===== src/hdl/ao_params.svh =====
// ~~~~~~~~~~~~~~~~~~~~~~~~~~~~~~~~~~~~~~~~~~~~~~~~~~~~~~~~~~~~
// always-on controller constants
// bus widths, register map, power settle time, reset values
// ~~~~~~~~~~~~~~~~~~~~~~~~~~~~~~~~~~~~~~~~~~~~~~~~~~~~~~~~~~~~
`ifndef AO_PARAMS_SVH
`define AO_PARAMS_SVH

`define AO_DATA_W 32
`define AO_ADDR_W 12

// register map, byte offsets
`define AO_REG_PWR_CTRL   12'h000
`define AO_REG_PWR_STATUS 12'h004
`define AO_REG_MTIMECMP   12'h008
`define AO_REG_MTIME      12'h00C
`define AO_REG_IRQ_EN     12'h010
`define AO_REG_IRQ_PEND   12'h014
`define AO_REG_SW_IRQ     12'h018

// cycles after switch ack before domain reset is released
`define AO_PWR_SETTLE_CYCLES 8

`define AO_MTIMECMP_RESET 32'hFFFF_FFFF
`define AO_FAST_IRQ_N     15

`endif


===== src/hdl/ao_pkg.sv =====
// ~~~~~~~~~~~~~~~~~~~~~~~~~~~~~~~~~~~~~~~~~~~~~~~~~~~~~~~~~~~~
// always-on controller types
// interrupt word layout, sequencer states, AXI responses
// ~~~~~~~~~~~~~~~~~~~~~~~~~~~~~~~~~~~~~~~~~~~~~~~~~~~~~~~~~~~~
`include "ao_params.svh"

package ao_pkg;

  // standard machine interrupt layout
  typedef struct packed {
    logic                      rsvd_31;
    logic [`AO_FAST_IRQ_N-1:0] fast;
    logic [3:0]                rsvd_15_12;
    logic                      ext;
    logic [2:0]                rsvd_10_8;
    logic                      timer;
    logic [2:0]                rsvd_6_4;
    logic                      sw;
    logic [2:0]                rsvd_2_0;
  } intr_fields_t;

  typedef union packed {
    logic [`AO_DATA_W-1:0] raw;
    intr_fields_t          fld;
  } intr_word_u;

  typedef enum logic [3:0] {
    ON, CLK_OFF, ISO_ON, RST_ON, SW_OFF, WAIT_ACK_OFF, OFF,
    SW_ON, WAIT_ACK_ON, SETTLE, RST_OFF, ISO_OFF, CLK_ON
  } pwr_state_e;

  typedef enum logic [1:0] {
    OKAY   = 2'b00,
    SLVERR = 2'b10
  } axi_resp_e;

endpackage


===== src/hdl/ao_reg_axil.sv =====
// ~~~~~~~~~~~~~~~~~~~~~~~~~~~~~~~~~~~~~~~~~~~~~~~~~~~~~~~~~~~~
// AXI4-Lite register block of the always-on controller
// holds control registers and returns status, one access at a time
// ~~~~~~~~~~~~~~~~~~~~~~~~~~~~~~~~~~~~~~~~~~~~~~~~~~~~~~~~~~~~
`include "ao_params.svh"

module ao_reg_axil (
  input  logic                    clk_i,
  input  logic                    rst_n_i,
  input  logic [`AO_ADDR_W-1:0]   s_awaddr_i,
  input  logic                    s_awvalid_i,
  output logic                    s_awready_o,
  input  logic [`AO_DATA_W-1:0]   s_wdata_i,
  input  logic [`AO_DATA_W/8-1:0] s_wstrb_i,
  input  logic                    s_wvalid_i,
  output logic                    s_wready_o,
  output logic [1:0]              s_bresp_o,
  output logic                    s_bvalid_o,
  input  logic                    s_bready_i,
  input  logic [`AO_ADDR_W-1:0]   s_araddr_i,
  input  logic                    s_arvalid_i,
  output logic                    s_arready_o,
  output logic [`AO_DATA_W-1:0]   s_rdata_o,
  output logic [1:0]              s_rresp_o,
  output logic                    s_rvalid_o,
  input  logic                    s_rready_i,
  input  logic                    pd_on_i,
  input  logic                    pd_busy_i,
  input  logic [`AO_DATA_W-1:0]   mtime_i,
  input  ao_pkg::intr_word_u      irq_pending_i,
  output logic                    pd_off_req_o,
  output logic [`AO_DATA_W-1:0]   mtimecmp_o,
  output logic [`AO_DATA_W-1:0]   irq_enable_o,
  output logic                    sw_irq_o
);

  import ao_pkg::*;

  logic                  wr_fire;
  logic                  rd_fire;
  logic                  wr_err;
  logic                  rd_err;
  logic [`AO_DATA_W-1:0] rd_mux;
  logic                  bvalid_q;
  axi_resp_e             bresp_q;
  logic                  rvalid_q;
  axi_resp_e             rresp_q;
  logic [`AO_DATA_W-1:0] rdata_q;

  // a pending response blocks the next transfer on that channel
  assign wr_fire     = s_awvalid_i && s_wvalid_i && !bvalid_q;
  assign rd_fire     = s_arvalid_i && !rvalid_q;
  assign s_awready_o = wr_fire;
  assign s_wready_o  = wr_fire;
  assign s_arready_o = !rvalid_q;

  // only whole-word writes, s_wstrb_i has no effect
  always_comb begin
    case (s_awaddr_i)
      `AO_REG_PWR_CTRL,
      `AO_REG_MTIMECMP,
      `AO_REG_IRQ_EN,
      `AO_REG_SW_IRQ: wr_err = 1'b0;
      default:        wr_err = 1'b1;
    endcase
  end

  always_ff @(posedge clk_i or negedge rst_n_i) begin
    if (!rst_n_i) begin
      pd_off_req_o <= 1'b0;
      mtimecmp_o   <= `AO_MTIMECMP_RESET;
      irq_enable_o <= '0;
      sw_irq_o     <= 1'b0;
    end else if (wr_fire) begin
      case (s_awaddr_i)
        `AO_REG_PWR_CTRL: pd_off_req_o <= s_wdata_i[0];
        `AO_REG_MTIMECMP: mtimecmp_o   <= s_wdata_i;
        `AO_REG_IRQ_EN:   irq_enable_o <= s_wdata_i;
        `AO_REG_SW_IRQ:   sw_irq_o     <= s_wdata_i[0];
        default: ;
      endcase
    end
  end

  always_ff @(posedge clk_i or negedge rst_n_i) begin
    if (!rst_n_i) begin
      bvalid_q <= 1'b0;
    end else if (wr_fire) begin
      bvalid_q <= 1'b1;
    end else if (s_bready_i) begin
      bvalid_q <= 1'b0;
    end
  end

  always_ff @(posedge clk_i) begin
    if (wr_fire) begin
      bresp_q <= wr_err ? SLVERR : OKAY;
    end
  end

  // read mux, zero data on error
  always_comb begin
    rd_mux = '0;
    rd_err = 1'b0;
    case (s_araddr_i)
      `AO_REG_PWR_CTRL:   rd_mux = {{(`AO_DATA_W-1){1'b0}}, pd_off_req_o};
      `AO_REG_PWR_STATUS: rd_mux = {{(`AO_DATA_W-2){1'b0}}, pd_busy_i, pd_on_i};
      `AO_REG_MTIMECMP:   rd_mux = mtimecmp_o;
      `AO_REG_MTIME:      rd_mux = mtime_i;
      `AO_REG_IRQ_EN:     rd_mux = irq_enable_o;
      `AO_REG_IRQ_PEND:   rd_mux = irq_pending_i.raw;
      `AO_REG_SW_IRQ:     rd_mux = {{(`AO_DATA_W-1){1'b0}}, sw_irq_o};
      default:            rd_err = 1'b1;
    endcase
  end

  always_ff @(posedge clk_i or negedge rst_n_i) begin
    if (!rst_n_i) begin
      rvalid_q <= 1'b0;
    end else if (rd_fire) begin
      rvalid_q <= 1'b1;
    end else if (s_rready_i) begin
      rvalid_q <= 1'b0;
    end
  end

  always_ff @(posedge clk_i) begin
    if (rd_fire) begin
      rdata_q <= rd_mux;
      rresp_q <= rd_err ? SLVERR : OKAY;
    end
  end

  assign s_bvalid_o = bvalid_q;
  assign s_bresp_o  = bresp_q;
  assign s_rvalid_o = rvalid_q;
  assign s_rresp_o  = rresp_q;
  assign s_rdata_o  = rdata_q;

endmodule


===== src/hdl/pwr_sequencer.sv =====
// ~~~~~~~~~~~~~~~~~~~~~~~~~~~~~~~~~~~~~~~~~~~~~~~~~~~~~~~~~~~~
// power sequencer for the switchable peripheral domain
// ~~~~~~~~~~~~~~~~~~~~~~~~~~~~~~~~~~~~~~~~~~~~~~~~~~~~~~~~~~~~
`include "ao_params.svh"

module pwr_sequencer (
  input  logic clk_i,
  input  logic rst_n_i,
  input  logic pd_off_req_i,
  input  logic pwrgate_ack_n_i,
  output logic pwrgate_en_n_o,
  output logic isogate_en_n_o,
  output logic pd_rst_n_o,
  output logic clkgate_en_n_o,
  output logic pd_on_o,
  output logic pd_busy_o
);

  import ao_pkg::*;

  localparam int SETTLE_W = $clog2(`AO_PWR_SETTLE_CYCLES + 1);

  pwr_state_e          state_q;
  pwr_state_e          state_d;
  logic [SETTLE_W-1:0] settle_cnt_q;
  logic                settle_done;
  // {pwrgate, isogate, rst, clkgate}, all active low
  logic [3:0]          ctrl_d;

  assign settle_done = (settle_cnt_q == SETTLE_W'(`AO_PWR_SETTLE_CYCLES - 1));

  // requests are only looked at in the two idle states
  always_comb begin
    state_d = state_q;
    case (state_q)
      ON:           if (pd_off_req_i) state_d = CLK_OFF;
      CLK_OFF:      state_d = ISO_ON;
      ISO_ON:       state_d = RST_ON;
      RST_ON:       state_d = SW_OFF;
      SW_OFF:       state_d = WAIT_ACK_OFF;
      WAIT_ACK_OFF: if (!pwrgate_ack_n_i) state_d = OFF;
      OFF:          if (!pd_off_req_i) state_d = SW_ON;
      SW_ON:        state_d = WAIT_ACK_ON;
      WAIT_ACK_ON:  if (pwrgate_ack_n_i) state_d = SETTLE;
      SETTLE:       if (settle_done) state_d = RST_OFF;
      RST_OFF:      state_d = ISO_OFF;
      ISO_OFF:      state_d = CLK_ON;
      CLK_ON:       state_d = ON;
      default:      state_d = ON;
    endcase
  end

  // control levels for the state being entered
  always_comb begin
    case (state_d)
      CLK_OFF:                           ctrl_d = 4'b1110;
      ISO_ON:                            ctrl_d = 4'b1010;
      RST_ON:                            ctrl_d = 4'b1000;
      SW_OFF, WAIT_ACK_OFF, OFF:         ctrl_d = 4'b0000;
      SW_ON, WAIT_ACK_ON, SETTLE:        ctrl_d = 4'b1000;
      RST_OFF:                           ctrl_d = 4'b1010;
      ISO_OFF:                           ctrl_d = 4'b1110;
      default:                           ctrl_d = 4'b1111;
    endcase
  end

  always_ff @(posedge clk_i or negedge rst_n_i) begin
    if (!rst_n_i) begin
      state_q        <= ON;
      pwrgate_en_n_o <= 1'b1;
      isogate_en_n_o <= 1'b1;
      pd_rst_n_o     <= 1'b1;
      clkgate_en_n_o <= 1'b1;
      pd_on_o        <= 1'b1;
      pd_busy_o      <= 1'b0;
    end else begin
      state_q        <= state_d;
      pwrgate_en_n_o <= ctrl_d[3];
      isogate_en_n_o <= ctrl_d[2];
      pd_rst_n_o     <= ctrl_d[1];
      clkgate_en_n_o <= ctrl_d[0];
      pd_on_o        <= (state_d == ON);
      pd_busy_o      <= !(state_d inside {ON, OFF});
    end
  end

  // settle count, restarts every time SETTLE is entered
  always_ff @(posedge clk_i or negedge rst_n_i) begin
    if (!rst_n_i) begin
      settle_cnt_q <= '0;
    end else if (state_q == SETTLE) begin
      settle_cnt_q <= settle_cnt_q + 1'b1;
    end else begin
      settle_cnt_q <= '0;
    end
  end

endmodule


===== src/hdl/ao_timer.sv =====
// ~~~~~~~~~~~~~~~~~~~~~~~~~~~~~~~~~~~~~~~~~~~~~~~~~~~~~~~~~~~~
// machine timer with compare interrupt
// ~~~~~~~~~~~~~~~~~~~~~~~~~~~~~~~~~~~~~~~~~~~~~~~~~~~~~~~~~~~~
`include "ao_params.svh"

module ao_timer (
  input  logic                  clk_i,
  input  logic                  rst_n_i,
  input  logic [`AO_DATA_W-1:0] mtimecmp_i,
  output logic [`AO_DATA_W-1:0] mtime_o,
  output logic                  timer_irq_o
);

  logic cmp_hit;

  // unsigned compare, level stays up until mtimecmp moves ahead
  assign cmp_hit = (mtime_o >= mtimecmp_i);

  // free running, wraps at the top
  always_ff @(posedge clk_i or negedge rst_n_i) begin
    if (!rst_n_i) begin
      mtime_o <= '0;
    end else begin
      mtime_o <= mtime_o + 1'b1;
    end
  end

  always_ff @(posedge clk_i or negedge rst_n_i) begin
    if (!rst_n_i) begin
      timer_irq_o <= 1'b0;
    end else begin
      timer_irq_o <= cmp_hit;
    end
  end

endmodule


===== src/hdl/irq_aggregator.sv =====
// ~~~~~~~~~~~~~~~~~~~~~~~~~~~~~~~~~~~~~~~~~~~~~~~~~~~~~~~~~~~~
// interrupt aggregator
// packs sources into the machine interrupt word, masks, picks lowest id
// ~~~~~~~~~~~~~~~~~~~~~~~~~~~~~~~~~~~~~~~~~~~~~~~~~~~~~~~~~~~~
`include "ao_params.svh"

module irq_aggregator (
  input  logic                      sw_irq_i,
  input  logic                      timer_irq_i,
  input  logic                      ext_irq_i,
  input  logic [`AO_FAST_IRQ_N-1:0] fast_irq_i,
  input  logic [`AO_DATA_W-1:0]     irq_enable_i,
  output ao_pkg::intr_word_u        irq_pending_o,
  output logic                      irq_o,
  output logic [4:0]                irq_id_o
);

  import ao_pkg::*;

  intr_word_u intr_raw;

  // reserved bits stay zero
  always_comb begin
    intr_raw           = '0;
    intr_raw.fld.sw    = sw_irq_i;
    intr_raw.fld.timer = timer_irq_i;
    intr_raw.fld.ext   = ext_irq_i;
    intr_raw.fld.fast  = fast_irq_i;
    irq_pending_o.raw  = intr_raw.raw & irq_enable_i;
  end

  assign irq_o = |irq_pending_o.raw;

  // scan down so the lowest set bit wins
  always_comb begin
    irq_id_o = '0;
    for (int i = `AO_DATA_W - 1; i >= 0; i--) begin
      if (irq_pending_o.raw[i]) begin
        irq_id_o = 5'(i);
      end
    end
  end

endmodule


===== src/hdl/ao_ctrl_top.sv =====
// ~~~~~~~~~~~~~~~~~~~~~~~~~~~~~~~~~~~~~~~~~~~~~~~~~~~~~~~~~~~~
// always-on controller top level
// register block, power sequencer, machine timer, interrupt packing
// ~~~~~~~~~~~~~~~~~~~~~~~~~~~~~~~~~~~~~~~~~~~~~~~~~~~~~~~~~~~~
`include "ao_params.svh"

module ao_ctrl_top (
  input  logic                      clk_i,
  input  logic                      rst_n_i,
  input  logic [`AO_ADDR_W-1:0]     s_awaddr_i,
  input  logic                      s_awvalid_i,
  output logic                      s_awready_o,
  input  logic [`AO_DATA_W-1:0]     s_wdata_i,
  input  logic [`AO_DATA_W/8-1:0]   s_wstrb_i,
  input  logic                      s_wvalid_i,
  output logic                      s_wready_o,
  output logic [1:0]                s_bresp_o,
  output logic                      s_bvalid_o,
  input  logic                      s_bready_i,
  input  logic [`AO_ADDR_W-1:0]     s_araddr_i,
  input  logic                      s_arvalid_i,
  output logic                      s_arready_o,
  output logic [`AO_DATA_W-1:0]     s_rdata_o,
  output logic [1:0]                s_rresp_o,
  output logic                      s_rvalid_o,
  input  logic                      s_rready_i,
  input  logic                      ext_irq_i,
  input  logic [`AO_FAST_IRQ_N-1:0] fast_irq_i,
  input  logic                      pwrgate_ack_n_i,
  output logic                      pwrgate_en_n_o,
  output logic                      isogate_en_n_o,
  output logic                      pd_rst_n_o,
  output logic                      clkgate_en_n_o,
  output logic                      irq_o,
  output logic [4:0]                irq_id_o
);

  import ao_pkg::*;

  logic                  pd_off_req;
  logic                  pd_on;
  logic                  pd_busy;
  logic [`AO_DATA_W-1:0] mtimecmp;
  logic [`AO_DATA_W-1:0] mtime;
  logic [`AO_DATA_W-1:0] irq_enable;
  logic                  sw_irq;
  logic                  timer_irq;
  intr_word_u            irq_pending;

  ao_reg_axil ao_reg_axil_i (
    .clk_i,
    .rst_n_i,
    .s_awaddr_i,
    .s_awvalid_i,
    .s_awready_o,
    .s_wdata_i,
    .s_wstrb_i,
    .s_wvalid_i,
    .s_wready_o,
    .s_bresp_o,
    .s_bvalid_o,
    .s_bready_i,
    .s_araddr_i,
    .s_arvalid_i,
    .s_arready_o,
    .s_rdata_o,
    .s_rresp_o,
    .s_rvalid_o,
    .s_rready_i,
    .pd_on_i      (pd_on),
    .pd_busy_i    (pd_busy),
    .mtime_i      (mtime),
    .irq_pending_i(irq_pending),
    .pd_off_req_o (pd_off_req),
    .mtimecmp_o   (mtimecmp),
    .irq_enable_o (irq_enable),
    .sw_irq_o     (sw_irq)
  );

  pwr_sequencer pwr_sequencer_i (
    .clk_i,
    .rst_n_i,
    .pd_off_req_i(pd_off_req),
    .pwrgate_ack_n_i,
    .pwrgate_en_n_o,
    .isogate_en_n_o,
    .pd_rst_n_o,
    .clkgate_en_n_o,
    .pd_on_o     (pd_on),
    .pd_busy_o   (pd_busy)
  );

  ao_timer ao_timer_i (
    .clk_i,
    .rst_n_i,
    .mtimecmp_i (mtimecmp),
    .mtime_o    (mtime),
    .timer_irq_o(timer_irq)
  );

  irq_aggregator irq_aggregator_i (
    .sw_irq_i     (sw_irq),
    .timer_irq_i  (timer_irq),
    .ext_irq_i,
    .fast_irq_i,
    .irq_enable_i (irq_enable),
    .irq_pending_o(irq_pending),
    .irq_o,
    .irq_id_o
  );

endmodule


===== config.mk =====
export PLATFORM = sky130hd
export DESIGN_NAME = ao_ctrl_top
export DESIGN_NICKNAME = d
export VERILOG_FILES = /design/src/hdl/ao_pkg.sv /design/src/hdl/ao_reg_axil.sv /design/src/hdl/pwr_sequencer.sv /design/src/hdl/ao_timer.sv /design/src/hdl/irq_aggregator.sv /design/src/hdl/ao_ctrl_top.sv
export VERILOG_INCLUDE_DIRS = /design/src /design/src/hdl
export SDC_FILE = /design/constraint.sdc
export NUM_CORES = 1
export LEC_CHECK = 0
export ABC_CLOCK_PERIOD_IN_PS = 3400
export BUFFER_PORTS_ARGS = -buffer_cell sky130_fd_sc_hd__buf_4
export CAP_MARGIN = 10
export CORE_MARGIN = 5
export CORE_UTILIZATION = 40
export DETAILED_ROUTE_END_ITERATION = 6
export PLACE_DENSITY = 0.63
export SYNTH_ARGS = -nofsm -noshare
export SYNTH_HDL_FRONTEND = slang
export SYNTH_SLANG_ARGS = --single-unit

===== constraint.sdc =====
create_clock -name clk_i -period 3.4 [get_ports clk_i]
set_clock_uncertainty 0.05 [all_clocks]
set_input_delay 0.17 -clock clk_i [delete_from_list [all_inputs] [get_ports clk_i]]
set_output_delay 0.17 -clock clk_i [all_outputs]
set_load 0.01 [all_outputs]

==> results.toml, run 1 <==
[clock_tree]
htreeDepth = 4
post-cts-setup-buffer-count = 0
cts.clk_slew.worst_paths_ns = 0.06
cts_buffers = 17
clock-sinks = 149
root_buffer = "clkbuf_16"
hold_buffers = 36
clk_path_buf_depth = 2
clk_latency_ns = 0.42
cts-resized-gates = 0
cts_tree = "yes"

[routing]
vias = 5674
ant_nets = 0
first_pass_iters = 5
viasPerCell = 5.25
wl_per_cell_um = 17.1
drt-total-wl_um = 18500
drc = 0
initialDrtViolationCount = 319

[global_routing]
gr-total-overflow = 0
track_usage = 0.172
grt_pass1_wl_um = 29900
grt_pass1_vias = 5783
grt_max_degree = 67
antenna_found_initial = 0

[timing]
tightest_slew_ns = 1.08
worst_slack_ns = 1.02
relSlewSlack = 0.276
rsz0062_at_grt = "false"
tns_ns = 0
finalSetupViolations = 0
max_freq_mhz = 419
hold_viol_final = 0
timing.final.crit_share = 0.701
min_period_ns = 2.38
slew_viol_final = 0

[power_and_ir_drop]
p_leak_nw = 4.56
p_per_area_nw_per_um2 = 475
p_total_w = 0.00468
ir_drop_mv = 0.347

[worst_setup_path]
worstPathMaxFanout = 4
r2r_end = "ao_timer_i.mtime_o[28]"
worst_ep_arrival_time_ns = 2.16
required_ns = 3.18
worst-setup-path-type = "reg2out"
start_kind = "flop"
reg2reg_from = "ao_timer_i.mtime_o[0]"
end_kind = "output port"
worstRegToRegCells = 6
rrSetupSlack_ns = 1.13

[cells_and_area]
antenna_cells = 0
final_nets = 951
syn_to_final_growth_pct = 29.8
stdcell_area_um2 = 9850
layout-drive-gt1-share = 0.331
fin_util = 0.527

[logic_synthesis]
ys_warn_count = 0
async_flop_share = 0.772
ys_ff_latch = 149
synthFlopType = "dfrtp_1"
netlist_area_um2 = 7590
synth.avg_cell_area_um2 = 11.4
yosysUniqueCellTypes = 55
syn_inst = 664
seq_area_frac_synth = 0.519
synth_edf_count = 34

[flow_run]
maxCapViolations = 0

[placement]
dp_slack_ns = 1.08
hpwl_um = 13100
io_buffer_count = 128
dpl_cell_area_um2 = 8830
place.gp.congestion = 0.798

[die]
core-area_um2 = 18700
dieArea_um2 = 21800
row_count = 50
chipWidth_um = 148
ios = 135
die_y_um = 148
initial_core_util = 0.406

[min_path]
hold_end = "ao_reg_axil_i.s_bresp_o[1]"
hold_depth = 3
hold_path_class = "in2reg"
hp-start = "s_awaddr_i[10]"

[outcome]
status = "finished clean"
-- power breakdown --
part           leakage [nW]  switching [W]  total, W  internal, W
Combinational          2.46       0.000268  0.000520     0.000252
Clock                 0.327       0.000740   0.00213      0.00139
Sequential             1.77      0.0000832   0.00202      0.00194
Total                  4.56        0.00109   0.00468      0.00358
-- routing by layer --
metal  global-route usage  up-vias  part of all wire
met5                    0        -                 0
met4               0.0527        0             0.016
met3               0.0362       24             0.046
met2                0.287      132              0.48
met1                0.226     2778              0.46
li1                     -     2740                 -
-- how the worst max path moves through the flow --
stage	start	to	slack, ns	cells after the start
floorplan	ao_reg_axil_i.s_rvalid_o	ao_reg_axil_i.s_rdata_o[0]	0.98	1
global placement	s_awaddr_i[7]	ao_reg_axil_i.mtimecmp_o[1]	1.11	6
detailed placement	s_awaddr_i[7]	ao_reg_axil_i.mtimecmp_o[1]	1.08	6
CTS	ao_reg_axil_i.irq_enable_o[27]	irq_id_o[1]	0.99	6
global route	ao_reg_axil_i.irq_enable_o[18]	irq_id_o[2]	0.91	6
finish	ao_reg_axil_i.irq_enable_o[27]	irq_id_o[1]	1.02	6
-- Yosys cell counts, types with 3 or more instances --
cell type  count  share of area
a211oi_1       3         0.0030
a21o_1         5         0.0049
a21oi_1       19          0.013
a221o_1       18          0.024
a222oi_1      13          0.017
a22oi_1        5         0.0049
a31o_2         3         0.0035
a31oi_1        3         0.0025
and3_1         7         0.0058
and4_1         4         0.0046
buf_2          5         0.0033
buf_4          3         0.0030
buf_6          3         0.0044
clkbuf_1      15         0.0074
dfrtp_1       78           0.26
dfstp_2       37           0.13
edfxtp_1      34           0.13
ha_1          34          0.056
inv_1         57          0.028
mux2_1         4         0.0059
mux2_2        32          0.047
mux2_4        30          0.059
nand2_1       54          0.027
nand2b_1       4         0.0033
nand3_1       21          0.014
nand4_1        5         0.0041
nor2_1        45          0.022
nor2b_1        3         0.0025
nor3_1        10         0.0066
nor4_1         6         0.0049
nor4_2         3         0.0049
o21ai_0       39          0.026
o22ai_1        3         0.0025
xnor2_1       20          0.023
xor2_1        12          0.014
-- final cells by class --
class | instances | area [µm²]
Inverter | 57 | 214
Fill cell | 1639 | 8850
Sequential cell | 149 | 3950
Clock buffer | 18 | 439
Tap cell | 234 | 293
Multi-Input combinational cell | 433 | 3330
Clock inverter | 14 | 229
Timing Repair Buffer | 175 | 1400
-- logic make-up after synthesis --
group           count (synthesis)  share of synthesized area
compound gates                126                      0.117
mux                            68                      0.115
other cells                     1                   0.000494
simple gates                  171                      0.109
fa+ha+maj                      34                     0.0560
xor+xnor                       32                     0.0369
flops                         149                      0.519
buf+inv                        83                     0.0463
-- cell usage in the layout (no fill, tap or decap), types with 7 or more instances in the layout --
cell type      count
buf_4            139
dfrtp_1           78
inv_1             57
nand2_1           54
nor2_1            45
o21ai_0           39
dfstp_2           37
dlygate4sd3_1     36
ha_1              34
edfxtp_1          34
mux2_2            32
mux2_4            30
nand3_1           21
xnor2_1           20
a21oi_1           19
a221o_1           18
clkbuf_16         17
a222oi_1          13
xor2_1            12
nor3_1            10
and3_1             7
-- registers in the layout, summed over array words and instances (netlist names), 4 cells and up --
register / count
pwr_sequencer_i.state_q: 4
ao_timer_i.mtime_o: 32
ao_reg_axil_i.irq_enable_o: 32
ao_reg_axil_i.mtimecmp_o: 32
pwr_sequencer_i.settle_cnt_q: 4
ao_reg_axil_i.s_rdata_o: 32
-- critical path: stages, from the launching register on --
cell and delay (ns):
dfrtp_1 0.41, a22oi_1 0.34, o21ai_0 0.25, a21boi_0 0.25
o211ai_1 0.11, a31o_2 0.25, buf_4 0.14
-- per-stage QoR --
stage	hold slack, ns	instances
floorplan	-0.176	665
global placement	0.293	1012
global route	0.0650	1080
finish	0.0558	1080
detailed placement	0.294	1012
CTS	0.0489	1080
(Power assumes the default switching activity.)
==> run 2: changes to the inputs <==
Settings changed: ABC_CLOCK_PERIOD_IN_PS 3400 to 2000, PLACE_DENSITY 0.63 to 0.66.
Clock period 3.4 ns to 2 ns, I/O delays scaled along.
==> results.toml, run 2 (same netlist as run 1, synthesis figures left out) <==
[clock_tree]
clk_path_buf_depth = 2
htreeDepth = 4
root_buffer = "clkbuf_16"
cts_buffers = 17
cts_tree = "yes"
clock-sinks = 149
clk_latency_ns = 0.42
cts.clk_slew.worst_paths_ns = 0.06

[placement]
place.gp.congestion = 0.802
hpwl_um = 13400
io_buffer_count = 128

[routing]
drt-total-wl_um = 19500
met2_length_um = 9550
initialDrtViolationCount = 281
wl_met1_um = 8540
route.met3.wl_um = 1260
top_layer = "met4"
first_pass_iters = 5
viasPerCell = 5.28
drc = 0
wl_per_cell_um = 17.6
ant_nets = 0
vias = 5851

[worst_setup_path]
worstPathMaxFanout = 4
worst-setup-path-type = "reg2out"
cp_slowest_cell = "dfrtp_1"
worst_path_largest_cell_delay_ns = 0.38
start_kind = "flop"
required_ns = 1.85
cp_cell_sequence = "nand2_1 -> a32o_2 -> a22o_1 -> a222oi_1 -> o21ai_1 -> buf_4"
worst_ep_arrival_time_ns = 1.95
end_kind = "output port"

[global_routing]
antenna_found_initial = 1
grt_max_degree = 44
grt_pass1_vias = 6149
gr-total-overflow = 0
track_usage = 0.182
grt_pass1_wl_um = 31400

[timing]
rsz0062_at_grt = "true"
min_period_ns = 2.10
timing.final.crit_share = 1.05
hold_viol_final = 0
max_freq_mhz = 477
holdWs_ns = 0.0247
slew_viol_final = 0
relSlewSlack = 0.598
tightest_slew_ns = 0.604
worst_slack_ns = -0.0983
finalSetupViolations = 4

[flow_run]
maxCapViolations = 0

[cells_and_area]
fin_util = 0.547
final_nets = 979
layout_common_cells = "buf_4 (157), dfrtp_1 (78), inv_1 (57), nand2_1 (52), nor2_1 (44)"
final_common_cell = "buf_4"
layout-drive-gt1-share = 0.374
syn_to_final_growth_pct = 34.7

[die]
row_count = 50
ios = 135
core-area_um2 = 18700
die_y_um = 148
initial_core_util = 0.406
dieArea_um2 = 21800
chipWidth_um = 148

[power_and_ir_drop]
p_per_area_nw_per_um2 = 747
pwr-share-comb = 0.120
ir_drop_mv = 0.653
switchingPower_w = 0.00185
p_total_w = 0.00764
p_sw_frac = 0.242
power_frac_seq = 0.450
p_leak_nw = 4.75
p_clk_frac = 0.430
internal_power_w = 0.00579

[outcome]
failed_checks = "setup timing"
status = "finished, violations left"

[min_path]
hold_path_class = "in2reg"
run 2: cell count changes in the layout (fill, tap and decap cells not counted), sizes merged:
cell,before,now
diode,0,1
inv,58,57
buf,139,165
clkinv,6,3
bufinv,6,2
clkinvlp,1,2
clkbuf,18,26
dlygate4sd3,36,37
run 2: per-layer routing:
layer | track usage | vias to the layer above
met1 | 0.234 | 2848
li1 | - | 2807
met5 | 0 | -
met3 | 0.0481 | 13
met2 | 0.306 | 183
met4 | 0.0447 | 0
run 2: cell type report:
type	instances	area, µm²
fillers	1597	8480
flip-flops and latches	149	3950
multi-input cells	433	3440
repair buffers	203	1730
clock buffers	25	517
well taps	234	293
inverters	57	214
clock inverters	7	93.8
diodes	1	2.50
run 2: worst paths after layout:
kind	from	end	slack, ns	cells after the start
min in group asynchronous	rst_n_i	ao_reg_axil_i.irq_enable_o[6]	0.19	2
max in group asynchronous	rst_n_i	ao_reg_axil_i.mtimecmp_o[15]	1.02	3
min	s_awaddr_i[4]	ao_reg_axil_i.pd_off_req_o	0.02	3
max	ao_reg_axil_i.irq_enable_o[28]	irq_id_o[0]	-0.1	6
max reg2reg	ao_reg_axil_i.mtimecmp_o[31]	ao_timer_i.timer_irq_o	0.12	6
min reg2reg	pwr_sequencer_i.settle_cnt_q[0]	pwr_sequencer_i.settle_cnt_q[0]	0.41	1
run 2: per-stage QoR:
| stage | area, µm² | TNS, ns | instances | setup WS (ns) |
|---|---|---|---|---|
| after floorplan | 7600 | 0 | 665 | 0.135 |
| after global placement | 9100 | 0 | 1037 | 0.00922 |
| after detailed placement | 9100 | -0.00771 | 1037 | -0.00638 |
| after CTS | 10100 | -0.274 | 1107 | -0.109 |
| after global routing | 10200 | -0.638 | 1109 | -0.212 |
| final | 10200 | -0.157 | 1109 | -0.0983 |
run 2: worst max-delay path, delay by kind of cell (launching register included):
family | cells | cell delay, ns
AOI/OAI and AO/OA | 4 | 0.92
buffers and inverters | 1 | 0.16
DFF | 1 | 0.38
and+or+nand+nor | 1 | 0.07
run 2: timing repair:
item / 4_1_cts / 5_1_grt
endpoints found under the setup margin: 5 / 13
hold buffers: 37 / 0
buffers inserted: 1 / 0
resized for setup: 9 / 24
cloned: 0 / 1
pin swaps: 6 / 14
hold endpoints to repair: 98 / 0
run 2: power by group through the flow:
stage | registers (W) | logic [W] | clock network [W]
global route | 0.00346 | 0.00101 | 0.00347
global placement | 0.00349 | 0.000847 | 0
floorplan | 0.00344 | 0.000453 | 0
CTS | 0.00344 | 0.000930 | 0.00333
detailed placement | 0.00349 | 0.000851 | 0
finish | 0.00344 | 0.000919 | 0.00328
==> run 3: changes to the inputs <==
Settings changed: CTS_BUF_LIST set to sky130_fd_sc_hd__clkbuf_16.
==> results.toml, run 3 (same netlist as run 1, synthesis figures left out) <==
[clock_tree]
cts_tree = "yes"
clk_latency_ns = 0.42
cts_buffers = 17
cts.clk_slew.worst_paths_ns = 0.06
clk_path_buf_depth = 2
clock-sinks = 149
htreeDepth = 4
root_buffer = "clkbuf_16"

[power_and_ir_drop]
p_leak_nw = 4.74
switchingPower_w = 0.00183
pwr-share-comb = 0.123
p_sw_frac = 0.246
power_frac_seq = 0.461
p_clk_frac = 0.416
p_per_area_nw_per_um2 = 732
internal_power_w = 0.00562
ir_drop_mv = 0.654

[die]
row_count = 50
dieArea_um2 = 21800
ios = 135
chipWidth_um = 148
die_y_um = 148
core-area_um2 = 18700
initial_core_util = 0.406

[cells_and_area]
syn_to_final_growth_pct = 34.2
layout_common_cells = "buf_4 (157), dfrtp_1 (78), inv_1 (60), nand2_1 (52), nor2_1 (44)"
layout-drive-gt1-share = 0.370
final-seq-area_um2 = 3950
multi_input_area_um2 = 3440
final_nets = 979
final_common_cell = "buf_4"
fillCellCount = 1597
fin_cells = 1109

[timing]
max_freq_mhz = 479
relSlewSlack = 0.601
rsz0062_at_grt = "true"
tightest_slew_ns = 0.598
timing.final.crit_share = 1.04
worst_slack_ns = -0.0857
tns_ns = -0.147
finalSetupViolations = 4
slew_viol_final = 0
min_period_ns = 2.09
hold_viol_final = 0

[min_path]
hold_depth = 3
hp-start = "s_awaddr_i[4]"
hold_path_class = "in2reg"
hold_end = "ao_reg_axil_i.pd_off_req_o"

[routing]
initialDrtViolationCount = 281
first_pass_iters = 7
drt-total-wl_um = 19400
viasPerCell = 5.27
ant_nets = 0
drc = 2
wl_per_cell_um = 17.5
vias = 5842

[global_routing]
grt_pass1_wl_um = 31200
track_usage = 0.180
grt_max_degree = 44
gr-total-overflow = 0
grt_pass1_vias = 6104
antenna_found_initial = 1

[placement]
io_buffer_count = 128
hpwl_um = 13400
place.gp.congestion = 0.802
dp_cells = 1037

[outcome]
status = "finished, violations left"
failed_checks = "DRC, setup timing"

[flow_run]
maxCapViolations = 0

[worst_setup_path]
worst_ep_arrival_time_ns = 1.94
required_ns = 1.85
reg2reg_from = "ao_reg_axil_i.mtimecmp_o[31]"
worstPathMaxFanout = 4
start_kind = "flop"
r2r_end = "ao_timer_i.timer_irq_o"
rrSetupSlack_ns = 0.11
worstRegToRegCells = 6
worst-setup-path-type = "reg2out"
end_kind = "output port"
## run 3: per-stage QoR
stage          worst slack, ns  area (µm²)  utilization  hold slack, ns  total power [W]
2_1_floorplan            0.135        7600            -          -0.246          0.00389
6_report               -0.0857       10200        0.545          0.0232          0.00746
5_1_grt                 -0.211       10200        0.545          0.0126          0.00776
3_3_place_gp           0.00922        9100        0.487           0.106          0.00434
4_1_cts                 -0.108       10100        0.538         0.00316          0.00752
3_5_place_dp          -0.00638        9100        0.487          0.0993          0.00434
## run 3: how the worst max path moves through the flow
stage | cells after the start | endpoint | slack (ns) | from
2_1_floorplan | 6 | ao_reg_axil_i.mtimecmp_o[10] | 0.13 | ao_reg_axil_i.s_bvalid_o
3_3_place_gp | 6 | ao_reg_axil_i.mtimecmp_o[1] | 0.009 | s_awaddr_i[1]
3_5_place_dp | 6 | ao_reg_axil_i.mtimecmp_o[1] | -0.006 | s_awaddr_i[1]
4_1_cts | 6 | irq_id_o[0] | -0.11 | ao_reg_axil_i.irq_enable_o[28]
5_1_grt | 6 | irq_id_o[0] | -0.21 | ao_reg_axil_i.irq_enable_o[28]
6_report | 6 | irq_id_o[0] | -0.09 | ao_reg_axil_i.irq_enable_o[28]
## run 3: area by class of cell
cell class              instances  area share
diodes                          1    0.000246
inverters                      57      0.0210
repair buffers                203       0.169
well taps                     234      0.0287
clock inverters                14      0.0118
clock buffers                  18      0.0442
flip-flops and latches        149       0.387
multi-input cells             433       0.337
## run 3: power groups by stage
| stage | clock network, W | logic, W | registers [W] |
|---|---|---|---|
| after floorplan | 0 | 0.000453 | 0.00344 |
| after global placement | 0 | 0.000847 | 0.00349 |
| after detailed placement | 0 | 0.000851 | 0.00349 |
| after CTS | 0.00316 | 0.000929 | 0.00344 |
| after global routing | 0.00329 | 0.00101 | 0.00346 |
| final | 0.00310 | 0.000919 | 0.00344 |
## run 3: timing repair
action | in CTS | in global routing
hold endpoints to repair | 98 | 0
resized for setup | 9 | 24
gates cloned | 0 | 1
pin swaps | 6 | 14
endpoints found under the setup margin | 5 | 13
hold buffers | 37 | 0
setup buffers | 1 | 0
## run 3: worst max-delay path, cell delays in order (launching register included)
cell	delay (ns)
dfrtp_1	0.38
nand2_1	0.07
a32o_2	0.25
a22o_1	0.20
a222oi_1	0.33
o21ai_1	0.13
buf_4	0.16
## run 3: routing by layer
layer	GRT usage	part of all wire
met2	0.301	0.49
met4	0.0452	0.0084
met1	0.234	0.44
met3	0.0472	0.062
met5	0	0
